--- src/verilog/mem_map_pkg.sv ---
// Address map of the private in-core window and route targets of the internal bus
package mem_map_pkg;

  ////////////////////////////////////////////////////////////
  // Internal window layout
  ////////////////////////////////////////////////////////////

  localparam logic [31:0] INT_BUS_START  = 32'h7000_0000;  // Base of the in-core window

  // Instruction TCM sits at the bottom of the window
  localparam logic [31:0] TCM_INST_START = INT_BUS_START;
  localparam logic [31:0] TCM_INST_SIZE  = 32'h0000_1000;  // 4 KiB

  localparam logic [31:0] TCM_DATA_START = INT_BUS_START + 32'h0000_2000;
  localparam logic [31:0] TCM_DATA_SIZE  = 32'h0000_1000;  // 4 KiB

  // Protection trie words right after the data TCM
  localparam logic [31:0] RPM_START      = TCM_DATA_START + TCM_DATA_SIZE;
  localparam logic [31:0] RPM_SIZE       = 32'h0000_0400;  // 1 KiB

  // Depths in 32-bit words
  localparam int TCM_INST_WORDS = TCM_INST_SIZE / 4;
  localparam int TCM_DATA_WORDS = TCM_DATA_SIZE / 4;
  localparam int RPM_WORDS      = RPM_SIZE / 4;
  localparam int RPM_IDX_W      = $clog2(RPM_WORDS);  // Probe index width

  // Route target, value doubles as memory port number on the bus
  typedef enum logic [1:0] {
    TGT_EXT      = 2'd0,  // Outside the window
    TGT_TCM_INST = 2'd1,
    TGT_TCM_DATA = 2'd2,
    TGT_RPM      = 2'd3
  } tgt_e;

  localparam int MAX_OUTSTANDING = 2;  // Responses one host port may owe

endpackage
--- src/verilog/bus_pkg.sv ---
// Request and response payloads of the host, memory and probe ports
package bus_pkg;

  import mem_map_pkg::*;

  ////////////////////////////////////////////////////////////
  // Widths
  ////////////////////////////////////////////////////////////

  localparam int ADDR_W = 32;
  localparam int DATA_W = 32;
  localparam int BE_W   = DATA_W / 8;  // One enable per byte lane

  // Largest memory decides the word index width
  localparam int MEM_MAX_WORDS =
    (TCM_INST_WORDS > TCM_DATA_WORDS) ?
      ((TCM_INST_WORDS > RPM_WORDS) ? TCM_INST_WORDS : RPM_WORDS) :
      ((TCM_DATA_WORDS > RPM_WORDS) ? TCM_DATA_WORDS : RPM_WORDS);
  localparam int MEM_IDX_W = $clog2(MEM_MAX_WORDS);

  // Host side request, 69 bits
  typedef struct packed {
    logic [ADDR_W-1:0] addr;
    logic              we;
    logic [BE_W-1:0]   be;
    logic [DATA_W-1:0] wdata;
  } obi_req_t;

  // Host side response, 33 bits
  typedef struct packed {
    logic [DATA_W-1:0] rdata;
    logic              err;
  } obi_rsp_t;

  // Aligned pair read by the implicit probe
  typedef struct packed {
    logic [DATA_W-1:0] b0;  // Even word
    logic [DATA_W-1:0] b1;  // Odd word
  } rpm_probe_rsp_t;

  // Memory side request, address already turned into a word index
  typedef struct packed {
    logic [MEM_IDX_W-1:0] idx;
    logic                 we;
    logic [BE_W-1:0]      be;
    logic [DATA_W-1:0]    wdata;
  } mem_req_t;

endpackage

--- src/verilog/int_bus_port.sv ---
// Host port of the internal bus, decodes requests onto memories or external port
`timescale 1ns/100ps

module int_bus_port #(
  parameter int NR_TGT = 4  // 2 for fetch, 4 for LSU
) (
  input  logic                                   clk_i,
  input  logic                                   arst_n_i,
  // Host side
  input  logic                                   host_req_i,
  input  bus_pkg::obi_req_t                      host_req_pld_i,
  output logic                                   host_gnt_o,
  output logic                                   host_rvalid_o,
  output bus_pkg::obi_rsp_t                      host_rsp_o,
  // Internal memories, bit n serves target n
  output logic [NR_TGT-1:1]                      mem_req_o,
  output bus_pkg::mem_req_t                      mem_pld_o,
  input  logic [NR_TGT-1:1]                      mem_rvalid_i,
  input  logic [NR_TGT-1:1][bus_pkg::DATA_W-1:0] mem_rdata_i,
  // Pass-through to the outside world
  output logic                                   ext_req_o,
  output bus_pkg::obi_req_t                      ext_pld_o,
  input  logic                                   ext_gnt_i,
  input  logic                                   ext_rvalid_i,
  input  bus_pkg::obi_rsp_t                      ext_rsp_i
);

  import mem_map_pkg::*;
  import bus_pkg::*;

  tgt_e                                   req_tgt;   // Target of the pending request
  logic [ADDR_W-1:0]                      req_base;  // Region base of that target
  logic [ADDR_W-1:0]                      req_off;
  tgt_e                                   owed_tgt;  // Target still owing responses
  logic [$clog2(MAX_OUTSTANDING+1)-1:0]   out_cnt;
  logic                                   can_acc;
  logic                                   acc;
  logic                                   rsp_valid;
  obi_rsp_t                               rsp;

  // Aligned power-of-two region check
  function automatic logic in_region(input logic [ADDR_W-1:0] addr,
                                     input logic [ADDR_W-1:0] base,
                                     input logic [ADDR_W-1:0] size);
    return (addr & ~(size - 1'b1)) == base;
  endfunction

  ////////////////////////////////////////////////////////////
  // Address decode
  ////////////////////////////////////////////////////////////

  always_comb begin
    req_tgt  = TGT_EXT;  // Anything unmatched leaves the core
    req_base = '0;
    if (in_region(host_req_pld_i.addr, TCM_INST_START, TCM_INST_SIZE)) begin
      req_tgt  = TGT_TCM_INST;
      req_base = TCM_INST_START;
    end else if (NR_TGT > 2 && in_region(host_req_pld_i.addr, TCM_DATA_START, TCM_DATA_SIZE)) begin
      req_tgt  = TGT_TCM_DATA;
      req_base = TCM_DATA_START;
    end else if (NR_TGT > 2 && in_region(host_req_pld_i.addr, RPM_START, RPM_SIZE)) begin
      req_tgt  = TGT_RPM;
      req_base = RPM_START;
    end
  end

  assign req_off = host_req_pld_i.addr - req_base;  // Byte offset in region

  // Accept only below the limit and only towards the target already owed
  assign can_acc = (out_cnt < MAX_OUTSTANDING) && ((out_cnt == '0) || (req_tgt == owed_tgt));

  // Once can_acc rises it holds until grant, so ext req is never retracted
  assign ext_req_o  = host_req_i & can_acc & (req_tgt == TGT_EXT);
  assign ext_pld_o  = host_req_pld_i;
  assign host_gnt_o = host_req_i & can_acc & ((req_tgt == TGT_EXT) ? ext_gnt_i : 1'b1);
  assign acc        = host_req_i & host_gnt_o;

  // One-hot memory request
  always_comb begin
    for (int t = 1; t < NR_TGT; t++) begin
      mem_req_o[t] = acc && (req_tgt == tgt_e'(t));
    end
  end

  assign mem_pld_o.idx   = req_off[MEM_IDX_W+1:2];  // Byte offset to word index
  assign mem_pld_o.we    = host_req_pld_i.we;
  assign mem_pld_o.be    = host_req_pld_i.be;
  assign mem_pld_o.wdata = host_req_pld_i.wdata;

  ////////////////////////////////////////////////////////////
  // Outstanding tracking and response mux
  ////////////////////////////////////////////////////////////

  always_ff @(posedge clk_i or negedge arst_n_i) begin
    if (!arst_n_i) begin
      out_cnt  <= '0;
      owed_tgt <= TGT_EXT;
    end else begin
      if (acc) owed_tgt <= req_tgt;
      case ({acc, host_rvalid_o})
        2'b10:   out_cnt <= out_cnt + 1'b1;  // New request only
        2'b01:   out_cnt <= out_cnt - 1'b1;  // Response only
        default: out_cnt <= out_cnt;         // Neither or both
      endcase
    end
  end

  // Only the owed target may answer
  always_comb begin
    rsp_valid = 1'b0;
    rsp       = '0;
    if (owed_tgt == TGT_EXT) begin
      rsp_valid = ext_rvalid_i;
      rsp       = ext_rsp_i;
    end else begin
      for (int t = 1; t < NR_TGT; t++) begin
        if (owed_tgt == tgt_e'(t)) begin
          rsp_valid = mem_rvalid_i[t];
          rsp.rdata = mem_rdata_i[t];
          rsp.err   = 1'b0;  // Memories never fault
        end
      end
    end
  end

  assign host_rvalid_o = rsp_valid & (out_cnt != '0);  // Ignore strays with nothing owed
  assign host_rsp_o    = rsp;

endmodule

--- config.mk ---
export PLATFORM = sky130hd
export DESIGN_NAME = int_bus_port
export DESIGN_NICKNAME = d
export VERILOG_FILES = /design/src/verilog/mem_map_pkg.sv /design/src/verilog/bus_pkg.sv /design/src/verilog/int_bus_port.sv
export SDC_FILE = /design/constraint.sdc
export NUM_CORES = 1
export LEC_CHECK = 0
export BUFFER_PORTS_ARGS = -buffer_cell sky130_fd_sc_hd__buf_2
export CORE_AREA = 2 2 139 141
export CTS_CLUSTER_DIAMETER = 150
export DETAILED_ROUTE_END_ITERATION = 7
export DIE_AREA = 0 0 141 143
export GPL_ROUTABILITY_DRIVEN = 0
export PLACE_DENSITY = 0.52
export SETUP_SLACK_MARGIN = 0.1
export SLEW_MARGIN = 30
export SYNTH_ARGS = -nofsm -noshare
export SYNTH_HDL_FRONTEND = slang
export SYNTH_SLANG_ARGS = --single-unit
--- constraint.sdc ---
create_clock -name clk_i -period 2.2 [get_ports clk_i]
set_input_delay 0.22 -clock clk_i [delete_from_list [all_inputs] [get_ports clk_i]]
set_output_delay 0.22 -clock clk_i [all_outputs]
set_load 0.03 [all_outputs]
==> reports/qor.csv, run 1 <==
stage,metric,value,unit
route,first-pass iteration count of the detailed router,4,
floorplan,Total Die Area,20200,sq um
power,IR Drop Worst-Case VDD,0.000208,V
logic_synthesis,Yosys Warn Count,0,
floorplan,Die X-Extent,141,microns
layout,design area,3090,sq um
logic_synthesis,Synth area leaders,"buf_4, mux4_2, dfrtp_1",
logic_synthesis,Seq cells post-synth,4,
job,max-cap violation count,0,
route,routed wl met3,906,microns
critical_path,Worst Path Arrival,1.85,ns
floorplan,Core ar.,18600,sq um
floorplan,Die H,143,microns
logic_synthesis,Synth top area share,39.8,%
clock_network,clk buf depth,2,
layout,fin util,16.6,%
sta,Tmin final,2.07,ns
global_routing,vias in the first global route,2072,
clock_network,# H-tree levels,1,
layout,Final Non-Filler Cells,578,
critical_path,Setup CP Type,input pin to primary output,
route,DRT iter0 DRCs,38,
clock_network,Root Buffer,clkbuf_16,
route,Vias/cell,3.61,
layout,layout cells sized above 1,87.4,%
logic_synthesis,Gate Count Post-Synth,219,
placed_design,area post-placement,2860,sq um
power,Lkg Pwr,1.43,nW
global_routing,pin count of the biggest net entering global routing,33,
placed_design,# port buffers,221,
clock_network,# clock sinks,4,
sta,# setup viols final,0,
sta,Final Hold Fails,0,
power,Tot Pwr,0.00208,W
sta,relative slew slack,71.6,%
global_routing,first-pass GRT wire length,12.0,mm
route,DRC Markers,0,
critical_path,CP Capture Type,primary output,
logic_synthesis,ys flop type,dfrtp_1,
outcome,status,"complete, no violations",
sta,Setup Skew,0.00108,ns
global_routing,initial antenna violation count,3,
route,Routed met2 length,5.19,mm
logic_synthesis,post-synthesis sequential area ratio,4.57,%
logic_synthesis,Syn Std Cell Area,2190,sq um
logic_synthesis,post-synth top area cell,buf_4,
logic_synthesis,Post-synth top cells,"buf_4, mux4_2, nor4_1",
clock_network,worst skew pair latency,0.23,ns
critical_path,crit-path max FO,6,
logic_synthesis,syn_area_per_cell,9.99,sq um
floorplan,io pins,361,
clock_network,total CTS buffers,3,
sta,total negative slack,0,ns
logic_synthesis,async set-reset flop share out of synthesis,100,%
clock_network,CTS tree,yes,
route,DRT met1 WL,2.87,mm
route,uppermost routed layer,met4,
power,Power Dens Cells,672,nW/um^2
layout,Post-layout nets,550,
placed_design,placed insts,570,
route,"antenna viol nets, final",0,
route,Total Wirelength,9.29,mm
sta,fin crit share,94.2,%
floorplan,# rows,50,
sta,Max Freq,483,MHz
floorplan,Starting Density,11.8,%
sta,RSZ-0062 raised after global routing,yes,
route,per-cell routed wire length,16.1,microns
placed_design,DP Wirelength,8.37,mm
global_routing,GRT Util Overall,8.18,%
clock_network,clock slew at reported path FFs,0.03,ns
critical_path,CP Data Required Time,1.98,ns
route,vias,2089,
sta,final slew viol count,0,
logic_synthesis,"Distinct cells, synth",36,
global_routing,overflow left after global routing,0,
sta,Worst-Margin Slew,0.425,ns
logic_synthesis,total nets after synthesis,426,
clock_network,buffer count from post-CTS setup fixing,0,
logic_synthesis,dominant cell by count in the synthesized netlist,buf_4,
layout,Layout area overhead,41.3,%
worst_hold_path,Worst Hold Class,input pin to flop,
critical_path,CP startpoint kind,input pin,
layout,FILL cells,2065,
logic_synthesis,Post-synth EDFFs,0,
worst paths after layout:
path	start	endpoint	slack, ns	cells after the start
worst max-delay path	host_req_pld_i[51]	mem_req_o[1]	0.13	9
worst min-delay path	host_req_i	owed_tgt[1]$_DFFE_PN0P_	0.36	4
worst max register to register	owed_tgt[1]$_DFFE_PN0P_	out_cnt[1]$_DFFE_PN0P_	0.28	8
worst min register to register	out_cnt[1]$_DFFE_PN0P_	out_cnt[1]$_DFFE_PN0P_	0.54	1
max in group asynchronous	arst_n_i	owed_tgt[1]$_DFFE_PN0P_	1.68	2
min in group asynchronous	arst_n_i	owed_tgt[0]$_DFFE_PN0P_	0.39	2
state kept, by name (all words and copies together) (netlist names):
register  count
owed_tgt      2
out_cnt       2
repair_timing:
action / in CTS / in global routing
hold buffers: 1 / 0
gates resized for setup: 13 / 11
gates cloned: 0 / 1
setup endpoints to repair: 5 / 5
hold endpoints to repair: 4 / 0
pin swaps: 4 / 4
report_power, final:
| part | internal (W) | leakage [nW] | total, W | switching [W] |
|---|---|---|---|---|
| clock | 0.000240 | 0.0382 | 0.000297 | 0.0000572 |
| combinational | 0.000663 | 1.34 | 0.00162 | 0.000955 |
| sequential | 0.000105 | 0.0472 | 0.000164 | 0.0000586 |
| total | 0.00101 | 1.43 | 0.00208 | 0.00107 |
per-stage QoR:
stage	hold slack (ns)	worst slack, ns
after CTS	0.364	0.107
after global routing	0.391	0.0144
final	0.359	0.128
after global placement	0.0287	-0.121
after detailed placement	0.0312	-0.119
after floorplan	-0.0756	0.131
routing by layer:
| metal | GRT usage (%) | vias to the layer above |
|---|---|---|
| met5 | 0 | - |
| met4 | 3.74 | 0 |
| met3 | 2.35 | 38 |
| met2 | 16.5 | 152 |
| met1 | 7.48 | 963 |
| li1 | - | 936 |
critical path, stage by stage:
cell,delay (ns)
buf_8,0.10
nor4_4,0.31
nand3b_4,0.14
o31a_1,0.30
o21ai_2,0.14
buf_4,0.14
o21ai_4,0.06
nor4b_2,0.24
buf_4,0.20
layout make-up:
| cell class | count | area, sq um | share of cell area, % |
|---|---|---|---|
| clock buffer | 4 | 78.8 | 2.55 |
| multi-input combinational | 87 | 1250 | 40.4 |
| antenna | 2 | 5.00 | 0.162 |
| inverter | 3 | 11.3 | 0.364 |
| timing repair buffer | 244 | 1350 | 43.8 |
| tap | 234 | 293 | 9.47 |
| sequential | 4 | 101 | 3.28 |
kinds of logic (layout without fill, tap and decap cells):
logic type      after synthesis  count (layout)  synth area share, %
compound gates               18              18                 5.83
simple gates                 31              31                 10.6
xor+xnor                      4               4                 1.60
flops                         4               4                 4.57
fa+ha+maj                     1               1                0.572
buf+inv                     128             251                 42.9
other cells                   0               2                    0
mux                          33              33                 34.0
layout by cell type (no fill, tap or decap), types with 2 or more instances in the layout:
master	synthesis	final
o21a_1	2	2
a21oi_1	4	3
clkbuf_16	0	4
buf_6	1	2
mux4_2	33	33
buf_2	4	215
inv_1	3	3
nor3_2	0	2
nor4_4	1	3
xnor2_1	2	2
nor2_1	4	4
nand2b_1	2	2
nand2_1	4	4
nor3b_1	2	2
nor4_1	7	2
nor4_2	0	3
buf_4	116	22
buf_12	0	2
xor2_1	2	2
dfrtp_1	4	3
nor4b_2	2	2
diode_2	0	2
Power figures use the tool's default switching activity.
==> run 2, diff against run 1 <==
==> constraint.sdc (replaced) <==
create_clock -name clk_i -period 2 [get_ports clk_i]
set_input_delay 0.2 -clock clk_i [delete_from_list [all_inputs] [get_ports clk_i]]
set_output_delay 0.2 -clock clk_i [all_outputs]
set_load 0.03 [all_outputs]
==> reports/qor.csv, run 2 (synthesized netlist as in run 1, its figures left out) <==
stage,metric,value,unit,change
placed_design,dpl ws,-0.181,ns,-0.0619 ns
layout,Layout area overhead,52.1,%,
sta,Tmin final,2.02,ns,
critical_path,CP peak stage delay,0.31,ns,about the same
layout,design area,3330,sq um,+7.7%
route,vias,2108,,+0.91%
route,first-pass iteration count of the detailed router,4,,unchanged
placed_design,# port buffers,221,,unchanged
layout,fin util,17.9,%,+1.3 points
clock_network,clk buf depth,2,,unchanged
placed_design,area post-placement,2900,sq um,+1.4%
sta,Worst-Margin Slew,0.538,ns,+0.112 ns
critical_path,WP buf/inv,3,,unchanged
critical_path,Setup CP Type,input pin to primary output,,
layout,FILL cells,2039,,-1.3%
route,Total Wirelength,9.27,mm,-0.27%
global_routing,GRT Util Overall,7.83,%,-0.35 points
sta,Setup Skew,0.00158,ns,+0.000503 ns
clock_network,worst skew pair latency,0.22,ns,about the same
sta,RSZ-0062 raised after global routing,yes,,
global_routing,initial antenna violation count,1,,-2
floorplan,Starting Density,11.8,%,unchanged
route,"antenna viol nets, final",0,,unchanged
layout,"most common cell after layout, fill and taps aside",buf_2,,
critical_path,CP startpoint kind,input pin,,
sta,fin crit share,101,%,
layout,layout cells sized above 1,89.2,%,+1.8 points
clock_network,CTS tree,yes,,
clock_network,# clock sinks,4,,unchanged
clock_network,total CTS buffers,3,,unchanged
sta,# setup viols final,2,,+2
global_routing,overflow left after global routing,0,,unchanged
sta,Max Freq,495,MHz,
global_routing,first-pass GRT wire length,11.8,mm,-1.6%
floorplan,io pins,361,,unchanged
clock_network,Root Buffer,clkbuf_16,,
layout,most frequent cells in the layout,"buf_2, mux4_2, buf_6",,
job,max-cap violation count,0,,unchanged
clock_network,# H-tree levels,1,,unchanged
sta,hold slack,0.333,ns,-0.0268 ns
layout,Largest regs,"out_cnt (2), owed_tgt (2)",,
power,IR Drop Worst-Case VDD,0.000215,V,+3.3%
floorplan,# rows,50,,unchanged
route,Vias/cell,3.65,,+0.91%
critical_path,Crit-path slowest cell,o31a_1,,
sta,total negative slack,-0.0322,ns,-0.0322 ns
floorplan,Core ar.,18600,sq um,unchanged
worst_hold_path,Worst Hold Class,input pin to flop,,
power,Power Dens Cells,771,nW/um^2,+15%
floorplan,Die X-Extent,141,microns,unchanged
sta,relative slew slack,64.1,%,-7.5 points
critical_path,cells along the critical path,"buf_2, nor4_4, nand3b_4, o31a_1, o21ai_2, buf_4, o21ai_4, nor4b_4, buf_6",,
outcome,violated checks,setup timing,,
route,DRT iter0 DRCs,30,,-21%
floorplan,Die H,143,microns,unchanged
power,Lkg Pwr,1.50,nW,+4.8%
outcome,status,"finished, violations left",,
layout,Post-layout nets,551,,+0.18%
floorplan,Total Die Area,20200,sq um,unchanged
global_routing,pin count of the biggest net entering global routing,30,,-9.1%
route,per-cell routed wire length,16.0,microns,-0.27%
placed_design,DP Wirelength,8.10,mm,-3.3%
route,DRC Markers,0,,unchanged
critical_path,Worst Path Arrival,1.82,ns,-0.03 ns
sta,setup ws final,-0.0188,ns,-0.147 ns
critical_path,crit-path max FO,5,,-1
critical_path,CP top delay family,simple AND/OR/NAND/NOR gates,,
sta,final slew viol count,0,,unchanged
critical_path,CP Data Required Time,1.80,ns,-0.18 ns
clock_network,clock slew at reported path FFs,0.03,ns,about the same
critical_path,CP Capture Type,primary output,,
global_routing,vias in the first global route,2193,,+5.8%
sta,Final Hold Fails,0,,unchanged
[run 2: power by group]
part | switching (W) | internal, W
Clock | 0.0000584 | 0.000263
Combinational | 0.00107 | 0.000954
Sequential | 0.000103 | 0.000117
Total | 0.00123 | 0.00133
[run 2: layout make-up]
type | count | area [sq um] | share of cell area [%]
timing repair buffer | 245 | 1550 | 46.6
multi-input combinational | 87 | 1290 | 38.7
tap | 234 | 293 | 8.79
sequential | 4 | 103 | 3.08
clock buffer | 4 | 78.8 | 2.37
inverter | 3 | 11.3 | 0.338
antenna | 1 | 2.50 | 0.0752
[run 2: final timing paths]
| kind | slack [ns] | depth (start not counted) | end | start |
|---|---|---|---|---|
| worst max-delay path | -0.02 | 9 | mem_req_o[1] | host_req_pld_i[63] |
| worst min-delay path | 0.33 | 4 | owed_tgt[1]$_DFFE_PN0P_ | host_req_i |
| worst max register to register | 0.02 | 6 | out_cnt[1]$_DFFE_PN0P_ | owed_tgt[1]$_DFFE_PN0P_ |
| worst min register to register | 0.55 | 1 | out_cnt[1]$_DFFE_PN0P_ | out_cnt[1]$_DFFE_PN0P_ |
| max in group asynchronous | 1.51 | 2 | owed_tgt[0]$_DFFE_PN0P_ | arst_n_i |
| min in group asynchronous | 0.36 | 2 | owed_tgt[1]$_DFFE_PN0P_ | arst_n_i |
[run 2: metal layers]
| layer | part of all wire (%) | GRT usage [%] |
|---|---|---|
| met3 | 10 | 2.65 |
| met1 | 33 | 7.64 |
| met5 | 0 | 0 |
| met4 | 2.5 | 2.47 |
| met2 | 54 | 15.5 |
[run 2: tightest hold or removal path: stages]
cell and delay, ns:
buf_2 0.10, inv_1 0.06, o41ai_1 0.07, o31ai_1 0.08
[run 2: timing repair]
| item | in CTS | in global routing |
|---|---|---|
| gates resized for setup | 44 | 46 |
| endpoints found under the hold margin | 4 | 0 |
| hold buffers | 1 | 0 |
| endpoints found under the setup margin | 20 | 33 |
| gates cloned | 0 | 2 |
| setup buffers | 1 | 0 |
| pin swaps | 9 | 3 |
[run 2: through the flow]
| step | total power (W) | instances |
|---|---|---|
| 2_1_floorplan | 0.00176 | 219 |
| 3_3_place_gp | 0.00190 | 569 |
| 3_5_place_dp | 0.00191 | 569 |
| 4_1_cts | 0.00243 | 575 |
| 5_1_grt | 0.00270 | 577 |
| 6_report | 0.00257 | 578 |
==> run 3, diff against run 2 <==
--- a/config.mk
+++ b/config.mk
@@ -5,7 +5,7 @@
 export SDC_FILE = /design/constraint.sdc
 export NUM_CORES = 1
 export LEC_CHECK = 0
-export BUFFER_PORTS_ARGS = -buffer_cell sky130_fd_sc_hd__buf_2
+export BUFFER_PORTS_ARGS = -buffer_cell sky130_fd_sc_hd__clkbuf_2
 export CORE_AREA = 2 2 139 141
 export CTS_CLUSTER_DIAMETER = 150
 export DETAILED_ROUTE_END_ITERATION = 7
==> reports/qor.csv, run 3 (synthesized netlist as in run 1, its figures left out) <==
stage,metric,value,unit,change
global_routing,GRT Util Overall,7.90,%,+0.068 points
layout,Layout area overhead,55.5,%,
critical_path,CP Capture Type,primary output,,
sta,Final Hold Fails,0,,unchanged
route,per-cell routed wire length,15.8,microns,-1.5%
critical_path,CP Data Required Time,1.80,ns,about the same
sta,RSZ-0062 raised after global routing,yes,,
power,Power Dens Cells,761,nW/um^2,-1.4%
power,Switching Share,47.1,%,-0.96 points
global_routing,pin count of the biggest net entering global routing,30,,unchanged
layout,ANT cells,0,,-1
worst_hold_path,Worst Hold Class,input pin to flop,,
clock_network,clk buf depth,2,,unchanged
critical_path,Worst Path Arrival,1.86,ns,+0.04 ns
floorplan,Total Die Area,20200,sq um,unchanged
layout,FILL cells,2028,,-0.54%
route,vias,2105,,-0.14%
clock_network,CTS tree,yes,,
global_routing,overflow left after global routing,0,,unchanged
floorplan,Die H,143,microns,unchanged
route,Total Wirelength,9.16,mm,-1.2%
power,internal power,0.00137,W,+2.6%
floorplan,io pins,361,,unchanged
power,switching power,0.00122,W,-1.3%
sta,total negative slack,-0.0979,ns,-0.0657 ns
clock_network,worst skew pair latency,0.22,ns,about the same
placed_design,dpl ws,-0.155,ns,+0.0261 ns
route,Vias/cell,3.63,,-0.49%
floorplan,Starting Density,11.8,%,unchanged
layout,"most common cell after layout, fill and taps aside",clkbuf_2,,
sta,Setup Skew,0.00208,ns,+0.000496 ns
sta,fin crit share,103,%,+1.8 points
power,logic gate share of total power,80.3,%,+1.4 points
job,max-cap violation count,0,,unchanged
clock_network,# H-tree levels,1,,unchanged
layout,Largest regs,"out_cnt (2), owed_tgt (2)",,
sta,final slew viol count,0,,unchanged
layout,most frequent cells in the layout,"clkbuf_2, mux4_2, clkbuf_8",,
outcome,status,"finished, violations left",,
layout,Post-layout nets,554,,+0.54%
sta,setup ws final,-0.0551,ns,-0.0362 ns
clock_network,clock slew at reported path FFs,0.03,ns,about the same
clock_network,total CTS buffers,3,,unchanged
global_routing,first-pass GRT wire length,11.9,mm,+0.70%
sta,Tmin final,2.06,ns,+0.0362 ns
critical_path,crit-path max FO,5,,unchanged
sta,# setup viols final,2,,unchanged
placed_design,# port buffers,221,,unchanged
placed_design,DP Wirelength,8.08,mm,-0.24%
sta,Max Freq,487,MHz,-1.8%
sta,relative slew slack,69.3,%,+5.2 points
critical_path,Setup CP Type,input pin to primary output,,
route,first-pass iteration count of the detailed router,4,,unchanged
outcome,violated checks,setup timing,,
layout,layout cells sized above 1,88.2,%,-1.1 points
global_routing,initial antenna violation count,0,,-1
power,clock network power share,12.5,%,about the same
critical_path,CP startpoint kind,input pin,,
power,sequential power share,7.2,%,-1.4 points
sta,Worst-Margin Slew,0.460,ns,-0.0780 ns
sta,hold slack,0.322,ns,-0.0110 ns
floorplan,Die X-Extent,141,microns,unchanged
clock_network,# clock sinks,4,,unchanged
global_routing,vias in the first global route,2153,,-1.8%
floorplan,Core ar.,18600,sq um,unchanged
route,"antenna viol nets, final",0,,unchanged
route,DRC Markers,0,,unchanged
power,Lkg Pwr,1.57,nW,+4.8%
power,IR Drop Worst-Case VDD,0.000182,V,-15%
floorplan,# rows,50,,unchanged
clock_network,Root Buffer,clkbuf_16,,
route,DRT iter0 DRCs,26,,-13%
[run 3: changes by cell type in the layout (fill, tap and decap cells not counted), sizes merged]
cell | previous run | this run
clkbuf | 6 | 223
buf | 242 | 28
diode | 1 | 0
[run 3: area by class of cell]
type | count | area, sq um | area share (%)
clock buffers | 4 | 78.8 | 2.32
inverters | 3 | 11.3 | 0.331
multi-input cells | 87 | 1280 | 37.5
flip-flops and latches | 4 | 103 | 3.02
well taps | 234 | 293 | 8.61
repair buffers | 248 | 1640 | 48.2
[run 3: routing by layer]
metal | part of all wire [%] | GRT usage [%]
met4 | 1.6 | 2.47
met5 | 0 | 0
met3 | 9.0 | 2.01
met2 | 54 | 15.7
met1 | 35 | 8.03
[run 3: worst max-delay path, cell delays in order]
cell and delay (ns):
buf_6 0.10, nor4_4 0.30, nand3b_4 0.14, o31a_1 0.31, o21ai_2 0.16, buf_4 0.14, o21ai_4 0.07, nor4b_4 0.23
clkbuf_8 0.20
[run 3: timing repair]
item	in CTS	in global routing
hold buffers	1	0
pin swaps	6	3
resized for setup	63	14
buffers inserted	0	0
gates cloned	0	2
endpoints found under the hold margin	4	0
setup endpoints to repair	31	34
[run 3: path summary, 6_finish.rpt]
| kind | start | endpoint | slack, ns | cells past startpoint |
|---|---|---|---|---|
| worst max-delay path | host_req_pld_i[64] | ext_req_o | -0.06 | 9 |
| worst min-delay path | host_req_i | owed_tgt[1]$_DFFE_PN0P_ | 0.32 | 4 |
| worst max register to register | owed_tgt[1]$_DFFE_PN0P_ | out_cnt[1]$_DFFE_PN0P_ | 0.04 | 6 |
| worst min register to register | out_cnt[1]$_DFFE_PN0P_ | out_cnt[1]$_DFFE_PN0P_ | 0.53 | 1 |
| max in group asynchronous | arst_n_i | owed_tgt[1]$_DFFE_PN0P_ | 1.48 | 2 |
| min in group asynchronous | arst_n_i | owed_tgt[0]$_DFFE_PN0P_ | 0.38 | 2 |
[run 3: power by group through the flow]
stage,clock network [W],logic (W),registers [W]
floorplan,0,0.00161,0.000148
global placement,0,0.00173,0.000189
detailed placement,0,0.00174,0.000187
CTS,0.000330,0.00206,0.000188
global route,0.000333,0.00220,0.000195
finish,0.000324,0.00208,0.000187
[run 3: through the flow]
stage	power (W)	utilization (%)	cell area (sq um)	std cells
2_1_floorplan	0.00176	-	2260	219
4_1_cts	0.00257	17.8	3300	578
6_report	0.00259	18.3	3400	580
5_1_grt	0.00273	18.3	3400	580
3_3_place_gp	0.00192	15.7	2930	573
3_5_place_dp	0.00193	15.7	2930	573
